===== src/gauntlet_defs.svh =====
// ##############################
// Download indices, ROM region bases and widths, slapstic types, key codes
// ##############################
`ifndef GAUNTLET_DEFS_SVH
`define GAUNTLET_DEFS_SVH

// Download stream indices
`define DL_INDEX_ROM   8'd0
`define DL_INDEX_SLAP  8'd1
`define DL_INDEX_DIP   8'd254

`define SLAP_DEFAULT   8'd104   // Gauntlet
`define SLAP_TANK      8'd118   // Tank-control layout

// Byte addresses in the ROM download
`define PROG_A_BASE    25'h0C0000
`define PROG_B_BASE    25'h100000
`define SND_HI_BASE    25'h140000
`define SND_LO_BASE    25'h148000
`define CHR_BASE       25'h14C000

`define PROG_AW        15   // Word address, per program bank
`define SND_HI_AW      15
`define SND_LO_AW      14
`define CHR_AW         14

// Scan codes shared by both layouts
`define KEY_UP         8'h75
`define KEY_DOWN       8'h72
`define KEY_LEFT       8'h6B
`define KEY_RIGHT      8'h74
`define KEY_COIN1      8'h2E
`define KEY_COIN2      8'h36
`define KEY_COIN3      8'h3D
`define KEY_COIN4      8'h3E
`define KEY_START1     8'h16
`define KEY_START2     8'h1E

`endif


===== src/gauntlet_pkg.sv =====
// ##############################
// Shared data and address types of the Gauntlet support logic
// ##############################
`default_nettype none

package gauntlet_pkg;

	// Download stream and 8-bit ROM payload
	typedef logic [7:0]  byte_t;
	typedef logic [15:0] word_t;   // Program ROM word

	// ##############################
	// Addresses
	// ##############################
	typedef logic [24:0] dl_addr_t;   // Download byte address
	typedef logic [18:0] prog_addr_t; // Core program word address
	typedef logic [15:0] snd_addr_t;
	typedef logic [13:0] chr_addr_t;

	// ##############################
	// Controls
	// ##############################
	typedef logic [7:0]  player_t;    // Active low
	typedef logic [15:0] joy_t;

	// [10] toggle per event, [9] pressed, [8] extended, [7:0] scan code
	typedef logic [10:0] key_t;

endpackage

`default_nettype wire


===== src/rom_loader.sv =====
// ##############################
// Download decoder, byte pairing, region write strobes
// Slapstic and DIP registers, game reset
// ##############################
`timescale 1ns/1ps
`default_nettype none
`include "gauntlet_defs.svh"

module rom_loader (
	input  wire                    clk_sys,
	input  wire                    rst,
	input  wire                    dl_wr,
	input  wire                    dl_active,
	input  wire gauntlet_pkg::byte_t    dl_index,
	input  wire gauntlet_pkg::dl_addr_t dl_addr,
	input  wire gauntlet_pkg::byte_t    dl_data,
	output logic                   prog_a_we,
	output logic                   prog_b_we,
	output logic                   snd_hi_we,
	output logic                   snd_lo_we,
	output logic                   chr_we,
	output gauntlet_pkg::word_t    wr_word,
	output gauntlet_pkg::byte_t    wr_byte,
	output gauntlet_pkg::dl_addr_t wr_addr,
	output gauntlet_pkg::byte_t    slap_type,
	output logic [63:0]            dip_sw,
	output logic                   game_rst
);

	import gauntlet_pkg::*;

	// Region bases as vectors, for slicing
	localparam dl_addr_t prog_a_base = `PROG_A_BASE;
	localparam dl_addr_t prog_b_base = `PROG_B_BASE;
	localparam dl_addr_t snd_hi_base = `SND_HI_BASE;
	localparam dl_addr_t snd_lo_base = `SND_LO_BASE;
	localparam dl_addr_t chr_base    = `CHR_BASE;

	byte_t prev_byte; // Even byte waiting for its odd partner
	logic  rom_wr;
	logic  odd_addr;

	assign rom_wr   = dl_wr && dl_active && (dl_index == `DL_INDEX_ROM);
	assign odd_addr = dl_addr[0];

	// ##############################
	// Region decode
	// ##############################
	// Program banks take a word on the odd byte only
	assign prog_a_we = rom_wr && odd_addr &&
		(dl_addr[24:`PROG_AW+1] == prog_a_base[24:`PROG_AW+1]);
	assign prog_b_we = rom_wr && odd_addr &&
		(dl_addr[24:`PROG_AW+1] == prog_b_base[24:`PROG_AW+1]);
	assign snd_hi_we = rom_wr && (dl_addr[24:`SND_HI_AW] == snd_hi_base[24:`SND_HI_AW]);
	assign snd_lo_we = rom_wr && (dl_addr[24:`SND_LO_AW] == snd_lo_base[24:`SND_LO_AW]);
	assign chr_we    = rom_wr && (dl_addr[24:`CHR_AW] == chr_base[24:`CHR_AW]);

	// Even byte high, current byte low
	assign wr_word = {prev_byte, dl_data};
	assign wr_byte = dl_data;
	assign wr_addr = dl_addr;

	always_ff @(posedge clk_sys) begin
		if (rom_wr) prev_byte <= dl_data;
	end

	// ##############################
	// Configuration registers
	// ##############################
	always_ff @(posedge clk_sys) begin
		if (rst) begin
			slap_type <= `SLAP_DEFAULT;
			dip_sw    <= '0;
		end else if (dl_wr) begin
			if (dl_index == `DL_INDEX_SLAP) slap_type <= dl_data; // Any address
			// Eight switch bytes, byte k at bits 8k+7..8k
			if ((dl_index == `DL_INDEX_DIP) && (dl_addr[24:3] == '0))
				dip_sw[{dl_addr[2:0], 3'b000} +: 8] <= dl_data;
		end
	end

	// Core held in reset for the whole download
	assign game_rst = rst | dl_active;

endmodule

`default_nettype wire


===== config.mk =====
export PLATFORM = sky130hd
export DESIGN_NAME = rom_loader
export DESIGN_NICKNAME = d
export VERILOG_FILES = /design/src/gauntlet_pkg.sv /design/src/rom_loader.sv
export VERILOG_INCLUDE_DIRS = /design/src
export SDC_FILE = /design/constraint.sdc
export NUM_CORES = 1
export LEC_CHECK = 0
export ABC_AREA = 1
export BUFFER_PORTS_ARGS = -buffer_cell sky130_fd_sc_hd__buf_2
export CAP_MARGIN = 10
export CORE_MARGIN = 4
export CORE_UTILIZATION = 35
export CTS_BUF_LIST = sky130_fd_sc_hd__clkbuf_2
export DETAILED_ROUTE_END_ITERATION = 7
export PLACE_DENSITY = 0.69
export SLEW_MARGIN = 10
export SYNTH_ARGS = -nofsm -noshare
export SYNTH_HDL_FRONTEND = slang
export SYNTH_SLANG_ARGS = --single-unit

===== constraint.sdc =====
create_clock -name clk_sys -period 3.2 [get_ports clk_sys]
set_input_delay 0.48 -clock clk_sys [delete_from_list [all_inputs] [get_ports clk_sys]]
set_output_delay 0.48 -clock clk_sys [all_outputs]
set_load 0.1 [all_outputs]

==> run_results.csv <==
group,metric,value,unit
status,status,"complete, no violations",
floorplan,ioPinCount,172,
clock_network,cts_setup_buffers,0,
sta,worstMarginPinSlew,0.6221,ns
detailed_routing,routedWlPerCell,14.36,um
clock_network,cts_tree,"built",
synth,ys_types,27,
synth,yosysMostFrequentCell,"nand2_1",
clock_network,root_buffer,"clkbuf_2",
clock_network,cts_hold_buf,0,
synth,synth_warnings,0,
pwr,p_sw_share,37.66,%
clock_network,clock_path_buffers,2,
synth,synth_area,4253,sq um
detailed_routing,drt_pass1_iterations,5,
detailed_routing,drc,0,
synth,synth_area_leader_cell,"dfxtp_1",
clock_network,numCtsBuffers,9,
sta,rsz0062_at_grt,"false",
pwr,p_seq_share,53.2,%
placement,place_congestion,0.8980,
placement,dp_hpwl,9262,um
worst_setup_path,cp_slowest_cell,"buf_2",
flow_run,maxCapViolCount,0,
synth,syn_avg_cell_area,6.859,sq um
synth,syn_inst,620,
worst_setup_path,worstPathMaxFanout,7,
sta,fmaxAchievable,369.8,MHz
finish,fin_nets,788,
placement,dp_slack,0.4961,ns
pwr,internal-power,1.188,mW
detailed_routing,wirelength,12750,um
worst_setup_path,cp.required,2.72,ns
synth,ys.flop_type,"dfxtp_1",
sta,period_needed,2.704,ns
grt,grt_use_total,17.53,%
sta,drv_slew,0,
pwr,irDropWorstVdd,0.0002054,V
pwr,clkPwrFrac,23.8,%
detailed_routing,drt_iter0_drc,303,
worst_setup_path,slowest_delay,0.45,ns
pwr,leakage,2.540,nW
worst_setup_path,worstPathArrival,2.22,ns
floorplan,std_cell_rows,39,
floorplan,die_h,118.2,um
worst_setup_path,worstSetupPathType,"primary input to primary output",
finish,fin_util,42.53,%
synth,ys_top_cells_by_area,"dfxtp_1 (34%), nand2_1 (11%), nor2_1 (11%)",
detailed_routing,vias,4233,
sta,finalCritPeriodShare,84.51,%
floorplan,dieWidth,118.2,um
floorplan,initial_core_util,36.47,%
synth,synth_nets,668,
worst_setup_path,path_cells,"buf_2, nor2_1, nand3_1, nor2_1, nand3_1, nor3_1, buf_2",
sta,setup_slack,0.4957,ns
sta,hold_viol_final,0,
clock_network,cts.sinks,80,
worst_setup_path,cp-start-kind,"primary input",
floorplan,core_area,11660,sq um
synth,synth_edf_count,8,
detailed_routing,ant_nets,0,
grt,grt_pass1_wl,19930,um
clock_network,cts_resized,0,
sta,finalSetupTns,0,ns
detailed_routing,routed_via_density,4.767,
synth,async_reset_ff_share,0,%
finish,layout-drive-gt1-share,28.59,%
worst_setup_path,end_kind,"primary output",
pwr,power_frac_comb,23.0,%
sta,setup_violations,0,
finish,antennaDiodeCount,0,
grt,grt_pass1_vias,3886,
placement,portBuffers,171,
synth,ys_seq_area_share,39.54,%
grt,antenna_found_initial,0,
pwr,switchingPower,717.9,uW
grt,grt_max_degree,48,
synth,netlist.area_leader.share,33.89,%
grt,overflow,0,
sta,max_slew_margin,58.48,%
synth,ys_ff_latch,80,
synth,synth_commonest_cells,"nand2_1 (126), nor2_1 (122), dfxtp_1 (72)",
clock_network,clk_latency,0.54,ns
min_path,hp-class,"primary input to flip-flop",
floorplan,die-area,13980,sq um
pwr,p_total,1.906,mW
finish,synthToLayoutAreaGrowth,16.62,%
sta,fin_skew,0,ns
pwr,powerDensity,384.3,nW/um^2
clock_network,clkTransAtPathRegs,0.21,ns
clock_network,cts.htree.levels,3,
metal layers:
layer  share of wire [%]  vias up  GRT usage [%]
li1                    -     2164              -
met3                 6.9       17          4.585
met1                  47     1908          24.28
met4                 2.0        0          5.568
met2                  44      144          26.69
met5                   0        -              0
sequential cells by signal (all words and copies together) (netlist names):
register / cells
prev_byte: 8
slap_type: 8
dip_sw: 64
stage by stage:
stage	hold WS, ns	cells	instance area (sq um)
finish	0.1452	888	4960
global route	0.09627	888	4960
CTS	0.09683	888	4960
detailed placement	0.4624	872	4875
global placement	0.4579	872	4875
floorplan	0.5789	620	4253
critical path, delay by kind of cell:
kind / cells / cell delay [ns]
AND/OR/NAND/NOR: 5 / 1.18
buffers and inverters: 2 / 0.56
power groups by stage:
stage	registers [mW]	logic, mW	clock network, mW
6_report	1.01	0.439	0.453
5_1_grt	1.02	0.464	0.503
4_1_cts	1.01	0.438	0.472
3_5_place_dp	1.03	0.438	0
3_3_place_gp	1.03	0.438	0
2_1_floorplan	1.04	0.365	0
area by class of cell:
type	instances	area, sq um
fill	1272	6703
tap	143	178.9
multi-input combinational	412	1877
timing repair buffer	176	905.9
clock inverter	6	35.03
clock buffer	10	50.05
sequential	80	1682
inverter	61	231.5
cell usage in the layout, fill, tap and decap left out, drive strengths merged:
cell type  instances
clkinv             4
clkbuf            10
nand2            126
dfxtp             72
o21ai              5
or2                1
inv               62
clkinvlp           1
nand4              6
ha                 3
nor3               6
nor2             131
buf              176
o211ai             3
a21oi             55
nand3b             1
nand3             72
nor4               3
edfxtp             8
cells by family after synthesis:
family          count (synthesis)  synth area share (%)
fa+ha+maj                       3                0.8827
simple gates                  346                 35.36
compound gates                 63                 7.590
flops                          80                 39.54
buf+inv                       128                 16.62
path summary, 6_finish.rpt:
check	startpoint	end	slack [ns]	cells past startpoint
min	dl_data[6]	prev_byte[6]	0.15	1
max reg2reg	dip_sw[23]	dip_sw[23]	2.51	4
max	dl_index[4]	prog_a_we	0.50	7
min reg2reg	slap_type[2]	slap_type[2]	0.50	2
Power figures use the tool's default switching activity.
