[config.mk]
export PLATFORM = sky130hd
export DESIGN_NAME = control_mapper
export DESIGN_NICKNAME = d
export VERILOG_FILES = /design/src/gauntlet_pkg.sv /design/src/control_mapper.sv
export VERILOG_INCLUDE_DIRS = /design/src
export SDC_FILE = /design/constraint.sdc
export NUM_CORES = 1
export LEC_CHECK = 0
export ABC_CLOCK_PERIOD_IN_PS = 2350
export BUFFER_PORTS_ARGS = -buffer_cell sky130_fd_sc_hd__buf_2
export CAP_MARGIN = 15
export CORE_MARGIN = 4
export CORE_UTILIZATION = 45
export DETAILED_ROUTE_END_ITERATION = 10
export PLACE_DENSITY_LB_ADDON = 0.2
export SLEW_MARGIN = 20
export SYNTH_ARGS = -nofsm -noshare
export SYNTH_HDL_FRONTEND = slang
export SYNTH_SLANG_ARGS = --single-unit
[constraint.sdc]
create_clock -name clk_sys -period 2.35 [get_ports clk_sys]
set_input_delay 0 -clock clk_sys [delete_from_list [all_inputs] [get_ports clk_sys]]
set_output_delay 0 -clock clk_sys [all_outputs]
set_load 0.005 [all_outputs]
[src/gauntlet_defs.svh]
// ##############################
// Download indices, ROM region bases and widths, slapstic types, key codes
// ##############################
`ifndef GAUNTLET_DEFS_SVH
`define GAUNTLET_DEFS_SVH

// Download stream indices
`define DL_INDEX_ROM   8'd0
`define DL_INDEX_SLAP  8'd1
`define DL_INDEX_DIP   8'd254

`define SLAP_DEFAULT   8'd104   // Gauntlet
`define SLAP_TANK      8'd118   // Tank-control layout

// Byte addresses in the ROM download
`define PROG_A_BASE    25'h0C0000
`define PROG_B_BASE    25'h100000
`define SND_HI_BASE    25'h140000
`define SND_LO_BASE    25'h148000
`define CHR_BASE       25'h14C000

`define PROG_AW        15   // Word address, per program bank
`define SND_HI_AW      15
`define SND_LO_AW      14
`define CHR_AW         14

// Scan codes shared by both layouts
`define KEY_UP         8'h75
`define KEY_DOWN       8'h72
`define KEY_LEFT       8'h6B
`define KEY_RIGHT      8'h74
`define KEY_COIN1      8'h2E
`define KEY_COIN2      8'h36
`define KEY_COIN3      8'h3D
`define KEY_COIN4      8'h3E
`define KEY_START1     8'h16
`define KEY_START2     8'h1E

`endif

[src/gauntlet_pkg.sv]
// ##############################
// Shared data and address types of the Gauntlet support logic
// ##############################
`default_nettype none

package gauntlet_pkg;

	// Download stream and 8-bit ROM payload
	typedef logic [7:0]  byte_t;
	typedef logic [15:0] word_t;   // Program ROM word

	// ##############################
	// Addresses
	// ##############################
	typedef logic [24:0] dl_addr_t;   // Download byte address
	typedef logic [18:0] prog_addr_t; // Core program word address
	typedef logic [15:0] snd_addr_t;
	typedef logic [13:0] chr_addr_t;

	// ##############################
	// Controls
	// ##############################
	typedef logic [7:0]  player_t;    // Active low
	typedef logic [15:0] joy_t;

	// [10] toggle per event, [9] pressed, [8] extended, [7:0] scan code
	typedef logic [10:0] key_t;

endpackage

`default_nettype wire

[src/control_mapper.sv]
// ##############################
// Keyboard event capture, Gauntlet and tank key tables
// Joystick merge into active-low player and system inputs
// ##############################
`timescale 1ns/1ps
`default_nettype none
`include "gauntlet_defs.svh"

module control_mapper (
	input  wire                   clk_sys,
	input  wire                   rst,
	input  wire gauntlet_pkg::key_t    ps2_key,
	input  wire gauntlet_pkg::joy_t    joy0,
	input  wire gauntlet_pkg::joy_t    joy1,
	input  wire gauntlet_pkg::joy_t    joy2,
	input  wire gauntlet_pkg::joy_t    joy3,
	input  wire                   service,
	input  wire gauntlet_pkg::byte_t   slap_type,
	output gauntlet_pkg::player_t p1,
	output gauntlet_pkg::player_t p2,
	output gauntlet_pkg::player_t p3,
	output gauntlet_pkg::player_t p4,
	output logic [4:0]            sys_n
);

	import gauntlet_pkg::*;

	localparam int coin_base = 32; // Coins follow the four player bytes

	logic [35:0] held;      // Held keys, players 1..4 then coins 1..4
	logic        key_tgl_q;
	logic        key_event;
	logic        key_hit;
	logic [5:0]  key_idx;
	logic [8:0]  key_code;  // Extended flag and scan code

	// Bit position of a player input inside held
	function automatic logic [5:0] held_idx(input int unsigned pl, input int unsigned b);
		return 6'(pl * 8 + b);
	endfunction

	// Key OR joystick, then inverted
	function automatic player_t player_map(input player_t k, input joy_t j);
		return {~(k[7:4] | j[3:0]), ~k[3:2], ~(k[1] | j[4]), ~(k[0] | j[5])};
	endfunction

	assign key_code  = ps2_key[8:0];
	assign key_event = (key_tgl_q != ps2_key[10]); // New event on any toggle

	// ##############################
	// Scan code lookup
	// ##############################
	always_comb begin
		key_hit = 1'b1;
		key_idx = '0;
		if (slap_type == `SLAP_TANK) begin
			case (key_code)
				9'h023: key_idx = held_idx(0, 7); // R back
				9'h01B: key_idx = held_idx(0, 6); // L back
				9'h024: key_idx = held_idx(0, 5); // R forward
				9'h01D: key_idx = held_idx(0, 4); // L forward
				9'h02D: key_idx = held_idx(0, 3); // R thumb
				9'h015: key_idx = held_idx(0, 2); // L thumb
				9'h02B: key_idx = held_idx(0, 1); // R trigger
				9'h01C: key_idx = held_idx(0, 0); // L trigger
				{1'b0, `KEY_START1}: key_idx = held_idx(2, 0);
				{1'b0, `KEY_START2}: key_idx = held_idx(2, 1);
				{1'b0, `KEY_COIN1}:  key_idx = 6'(coin_base);
				{1'b0, `KEY_COIN2}:  key_idx = 6'(coin_base + 1);
				default: key_hit = 1'b0;
			endcase
		end else begin
			// Arrows match with or without the extended flag
			casez (key_code)
				{1'b?, `KEY_UP}:    key_idx = held_idx(0, 7);
				{1'b?, `KEY_DOWN}:  key_idx = held_idx(0, 6);
				{1'b?, `KEY_LEFT}:  key_idx = held_idx(0, 5);
				{1'b?, `KEY_RIGHT}: key_idx = held_idx(0, 4);
				9'h014: key_idx = held_idx(0, 1); // Fire, ctrl
				9'h011: key_idx = held_idx(0, 0); // Magic, alt
				9'h02D: key_idx = held_idx(1, 7); // Up, R
				9'h02B: key_idx = held_idx(1, 6); // Down, F
				9'h023: key_idx = held_idx(1, 5); // Left, D
				9'h034: key_idx = held_idx(1, 4); // Right, G
				9'h01C: key_idx = held_idx(1, 1); // Fire, A
				9'h01B: key_idx = held_idx(1, 0); // Magic, S
				{1'b0, `KEY_COIN1}: key_idx = 6'(coin_base);
				{1'b0, `KEY_COIN2}: key_idx = 6'(coin_base + 1);
				{1'b0, `KEY_COIN3}: key_idx = 6'(coin_base + 2);
				{1'b0, `KEY_COIN4}: key_idx = 6'(coin_base + 3);
				default: key_hit = 1'b0;
			endcase
		end
	end

	// ##############################
	// Held key state
	// ##############################
	always_ff @(posedge clk_sys) begin
		key_tgl_q <= ps2_key[10]; // Tracks the toggle through reset too
		if (rst)
			held <= '0;
		else if (key_event && key_hit)
			held[key_idx] <= ps2_key[9];
	end

	// Joystick bits pass straight through
	assign p1 = player_map(held[7:0], joy0);
	assign p2 = player_map(held[15:8], joy1);
	assign p3 = player_map(held[23:16], joy2);
	assign p4 = player_map(held[31:24], joy3);

	assign sys_n = {~service,
		~(held[coin_base]     | joy0[6]),
		~(held[coin_base + 1] | joy1[6]),
		~(held[coin_base + 2] | joy2[6]),
		~(held[coin_base + 3] | joy3[6])};

endmodule

`default_nettype wire

==> results of run 1 <==
-- cells in the mapped netlist (4+ instances only) --
cell      number  share of area
nand4_1        9          0.024
nand2b_1      12          0.032
inv_1         12          0.019
nor2b_1       16          0.043
nor3b_1        4          0.013
mux2i_1       12          0.052
a21oi_1       10          0.021
nand3_1       20          0.043
nand2_1       14          0.023
o21ai_0        8          0.017
clkbuf_1       5         0.0081
dfxtp_1       37           0.32
nor2_1        47          0.076
and3b_1        4          0.015
buf_2         10          0.021
-- routing by layer --
metal,GRT usage,routed length (µm),vias to the layer above
met5,0,0,-
met2,0.282,2580,111
li1,-,-,1199
met4,0.0676,89,0
met3,0.0418,557,11
met1,0.272,2710,1072
-- kinds of logic after synthesis --
kind of cell,after synthesis,share of synthesized area
AND/OR/NAND/NOR,147,0.352
AO/OA/AOI/OAI,59,0.192
flip-flops,37,0.318
buffers and inverters,34,0.0746
multiplexers,12,0.0516
XOR/XNOR,3,0.0113
-- worst max path at each step --
| stage | startpoint | slack [ns] | end | cells after the start |
|---|---|---|---|---|
| floorplan | ps2_key[3] | 0.64 | held[13] | 11 |
| global placement | slap_type[0] | 0.23 | held[17] | 10 |
| detailed placement | slap_type[0] | 0.23 | held[17] | 10 |
| CTS | slap_type[0] | 0.51 | held[17] | 10 |
| global route | slap_type[0] | 0.33 | held[17] | 10 |
| finish | ps2_key[3] | 0.47 | held[2] | 8 |
-- worst max-delay path, delay by kind of cell --
kind	cells	cell delay, ns
mux	1	0.15
compound gates	3	0.73
simple gates	3	0.88
buf+inv	1	0.26
-- sequential cells by signal, summed over array words and instances, names as in the netlist --
name	cells
held	36
key_tgl_q	1
-- stage by stage --
stage	utilization	total power, W
after floorplan	-	0.000757
after global placement	0.584	0.000847
after detailed placement	0.584	0.000849
after CTS	0.601	0.00125
after global routing	0.601	0.00130
final	0.601	0.00124
-- layout make-up --
class                      count  area, µm²  share of cell area
clock buffer                   5       68.8              0.0235
clock inverter                 1       5.00             0.00171
inverter                      12       45.0              0.0154
multi-input combinational    221       1420               0.482
sequential                    37        741               0.252
tap                           67       83.8              0.0286
timing repair buffer         105        576               0.196
-- power breakdown --
part	internal (W)	switching [W]	total (W)
Combinational	0.0000955	0.000115	0.000210
Clock	0.000195	0.000203	0.000398
Sequential	0.000628	0.000000554	0.000629
==> flow_summary_export.csv, run 1 <==
group,metric,value,unit
cts,cts_root_buf,"clkbuf_8",
critical_path,r2r-start,"key_tgl_q",
cts,numCtsBuffers,5,
critical_path,r2r_cells,8,
min_path,holdPathEnd,"held[28]",
cts,cts.path.max_buffers,2,
sta,setup_viol,0,
min_path,hold_path.class,"primary input to flop",
layout,layout_common_cells,"buf_2, nor2_1, dfxtp_1, nand3_1, buf_4",
cts,clkLatencyLatePin,0.28,ns
placed_design,gp_congestion,0.901,
global_route,grt_pass1_wl,9.85,mm
cts,cts.clk_slew.worst_paths,0.07,ns
floorplanning,fp.dieH,80.0,µm
layout,antenna_cells,0,
global_route,grt_max_degree,21,
sta,holdWs,0.0711,ns
detailed_routing,antenna_left,0,
global_route,grtUsageTotal,0.191,
synth,ys.warnings.count,0,
cts,htree_levels,2,
critical_path,worstSetupPathType,"primary input to flop",
placed_design,dp_hpwl,4.42,mm
power,peakVddDrop,0.324,mV
detailed_routing,routedWlPerCell,13.3,µm
critical_path,crit_chain,"buf_2 > and4bb_2 > o211ai_1 > o311ai_1 > o2bb2ai_1 > nor2b_2 > nand4_1 > mux2i_1",
floorplanning,coreArea,4880,µm²
cts,cts-resized-gates,0,
layout,layout-drive-gt1-share,0.333,
synth,yosysSeqAreaShare,0.318,
critical_path,arrival,2.03,ns
detailed_routing,first_pass_iters,4,
critical_path,reg2reg_slack,0.66,ns
critical_path,cp_max_fo,15,
critical_path,cpPeakStageDelay,0.42,ns
synth,yosysUniqueCellTypes,57,
layout,nets,468,
sta,slew_headroom,0.587,
placed_design,portBuffers,86,
placed_design,dp.cells,441,
floorplanning,die_w,80.0,µm
synth,yosys_register_bits,37,
min_path,hold_start,"rst",
floorplanning,io-pin-count,123,
synth,synth_edf_count,0,
critical_path,critPathLaunchType,"primary input",
floorplanning,rows,25,
synth,ys.flop_type,"dfxtp_1",
global_route,antenna_found_initial,0,
detailed_routing,remaining_drc_errors,0,
synth,syn_inst,292,
placed_design,dpl_cell_area,2850,µm²
synth,ys_async_sr_fraction,0,
global_route,grt_pass1_vias,2166,
placed_design,post-place-ws,0.228,ns
global_route,grt.overflow.total,0,
synth,syn-cell-area,2330,µm²
sta,tightest_slew,0.611,ns
floorplanning,die_area,6390,µm²
sta,min_period,1.88,ns
sta,post-route-period-util,0.798,
sta,finalClockSkew,0.00430,ns
critical_path,crit_slowest_cell,"o2bb2ai_1",
detailed_routing,drt-total-wl,5.94,mm
layout,fill_cells,445,
min_path,holdPathStages,2,
cts,cts_setup_buffers,0,
sta,finalMaxSlewViolations,0,
cts,tritoncts,"built",
critical_path,crit_path_end_kind,"flop",
cts,cts.sinks,37,
outcome,status,"finished clean",
detailed_routing,drt_iter0_drc,243,
layout,final_common_cell,"buf_2",
cts,hold_buffers,1,
detailed_routing,via_per_inst,5.34,
power,p_per_area,422,nW/µm²
sta,setup_tns,0,ns
sta,fmax,533,MHz
flow_run,maxCapViolations,0,
critical_path,reg2reg_to,"held[2]",
sta,hold_viol,0,
sta,rsz0062_at_grt,"no",
detailed_routing,vias,2393,
sta,timing.final.ws_setup,0.474,ns
floorplanning,start_util,0.477,
critical_path,cp.required,2.51,ns
layout,layout.cells.non_filler,448,
layout,area_delta_synth_final,25.9,%
power,power_leakage,1.29,nW
synth,syn_nets,378,
layout,finish.instance_area,2930,µm²
synth,syn-mean-instance-area,7.98,µm²
Power figures use the tool's default switching activity.
==> inputs of run 2 (changes only) <==
Settings changed: ABC_CLOCK_PERIOD_IN_PS 2350 to 1900.
Clock period 2.35 ns to 1.9 ns, I/O delays scaled along.
==> run 2 against run 1 <==
Effect of this change: hold slack lost 0.021 ns; core utilization grew 7.4 points; highest routed layer unchanged; largest power group unchanged; clock-buffer cell count is the same; largest cell class unchanged.
==> flow_summary_export.csv, run 2 (synthesis gave the netlist of run 1 again) <==
group,metric,value,unit
layout,area_delta_synth_final,41.4,%
placed_design,dp_hpwl,5.31,mm
power,clock_power_share,0.329,
power,swShare,0.271,
detailed_routing,drt_iter0_drc,138,
critical_path,r2r_cells,8,
floorplanning,die_w,80.0,µm
layout,largest-register,"held",
placed_design,gp_congestion,0.843,
global_route,grt_pass1_vias,2424,
critical_path,reg2reg_slack,0.22,ns
critical_path,reg2reg_to,"held[4]",
cts,cts_root_buf,"clkbuf_8",
cts,cts.path.max_buffers,2,
cts,tritoncts,"built",
power,power_leakage,1.51,nW
detailed_routing,routedWlPerCell,13.9,µm
floorplanning,rows,25,
sta,min_period,1.78,ns
cts,cts_setup_buffers,0,
detailed_routing,via_per_inst,5.14,
floorplanning,fp.dieH,80.0,µm
detailed_routing,remaining_drc_errors,0,
sta,post-route-period-util,0.936,
sta,setup_tns,0,ns
critical_path,cp_num_buf_inv,2,
layout,layout.cells.non_filler,486,
min_path,hold_path.class,"primary input to flop",
floorplanning,die_area,6390,µm²
critical_path,endpoint,"held[0]",
cts,clkLatencyLatePin,0.28,ns
sta,finalMaxSlewViolations,0,
critical_path,r2r-start,"key_tgl_q",
power,total_power,0.00163,W
sta,fmax,562,MHz
layout,nets,504,
power,pwr-share-comb,0.195,
critical_path,worstSetupPathType,"primary input to flop",
sta,tightest_slew,0.635,ns
cts,htree_levels,2,
sta,slew_headroom,0.571,
sta,setup_viol,0,
layout,largest_reg_flops,36,
cts,numCtsBuffers,5,
power,peakVddDrop,0.499,mV
floorplanning,coreArea,4880,µm²
power,p_seq_frac,0.476,
placed_design,portBuffers,86,
cts,cts.sinks,37,
global_route,grt_max_degree,23,
outcome,status,"finished clean",
critical_path,arrival,1.94,ns
critical_path,cp.required,2.06,ns
sta,hold_viol,0,
detailed_routing,vias,2498,
power,cell_internal_pwr,0.00119,W
layout,antenna_cells,0,
critical_path,cp_max_fo,13,
layout,layout-drive-gt1-share,0.408,
floorplanning,io-pin-count,123,
flow_run,maxCapViolations,0,
global_route,grt.overflow.total,0,
detailed_routing,drt-total-wl,6.74,mm
critical_path,crit_slowest_cell,"o32ai_1",
critical_path,cpLargestDelayFamily,"compound AO/OA/AOI/OAI gates",
global_route,grtUsageTotal,0.216,
critical_path,path_depth,9,
sta,rsz0062_at_grt,"yes",
global_route,grt_pass1_wl,11.2,mm
sta,finalClockSkew,0.00538,ns
layout,layout_common_cells,"buf_2, buf_4, nor2_1, dfxtp_1, nand3_1",
placed_design,dp.cells,477,
power,netSwitchingPower,0.000443,W
detailed_routing,first_pass_iters,4,
detailed_routing,antenna_left,0,
critical_path,crit_chain,"buf_2 > buf_4 > and2b_1 > a22oi_1 > o21ai_1 > o32ai_1 > nand3_1 > nand3b_1 > mux2i_1",
floorplanning,start_util,0.477,
critical_path,cpPeakStageDelay,0.56,ns
layout,final_common_cell,"buf_2",
global_route,antenna_found_initial,0,
critical_path,startpoint,"ps2_key[3]",
power,p_per_area,496,nW/µm²
critical_path,critPathLaunchType,"primary input",
cts,cts.clk_slew.worst_paths,0.08,ns
layout,fill_cells,418,
layout,reg_top3,"held x36, key_tgl_q x1",
critical_path,crit_path_end_kind,"flop",
layout,fin_util,0.675,
[run 2: cell types whose count changed in the layout (fill, tap and decap cells not counted), sizes merged]
cell / delta
clkinvlp: +1
buf: +36
clkinv: +1
[run 2: layer usage]
metal  wire [µm]  part of all wire  GRT usage  vias to the layer above
met3         458             0.068     0.0339                        5
li1            -                 -          -                     1274
met4          38            0.0056     0.0372                        0
met1        3290              0.49      0.312                     1136
met5           0                 0          0                        -
met2        2950              0.44      0.343                       83
[run 2: metrics by stage]
stage | setup slack (ns) | hold slack [ns] | cell area (µm²)
final | 0.121 | 0.0501 | 3290
after global routing | -0.0166 | 0.0676 | 3290
after CTS | 0.0278 | 0.0410 | 3240
after detailed placement | -0.279 | 0.134 | 3150
after global placement | -0.267 | 0.129 | 3150
after floorplan | 0.194 | 0.0265 | 2330
[run 2: what timing repair did]
item,in CTS,in global routing
setup endpoints to repair,0,15
resized for setup,0,9
hold endpoints to repair,1,0
hold buffers,1,0
[run 2: power by group through the flow]
stage               registers [W]  clock network, W  logic (W)
finish                   0.000778          0.000537   0.000318
global route             0.000778          0.000592   0.000350
CTS                      0.000777          0.000552   0.000309
detailed placement       0.000795                 0   0.000306
global placement         0.000795                 0   0.000305
floorplan                0.000795                 0   0.000142
[run 2: how the worst min path moves through the flow]
stage	end	cells after the start	from
3_3_place_gp	key_tgl_q	1	ps2_key[10]
5_1_grt	held[22]	2	rst
2_1_floorplan	sys_n[4]	1	service
3_5_place_dp	key_tgl_q	1	ps2_key[10]
4_1_cts	held[22]	2	rst
6_report	held[22]	2	rst
[run 2: layout make-up]
type                            count  area (µm²)  share of cell area
Inverter                           12        45.0              0.0137
Clock buffer                        5        68.8              0.0209
Clock inverter                      3        17.5             0.00532
Tap cell                           67        83.8              0.0254
Timing Repair Buffer              141         871               0.264
Sequential cell                    37         741               0.225
Multi-Input combinational cell    221        1470               0.446
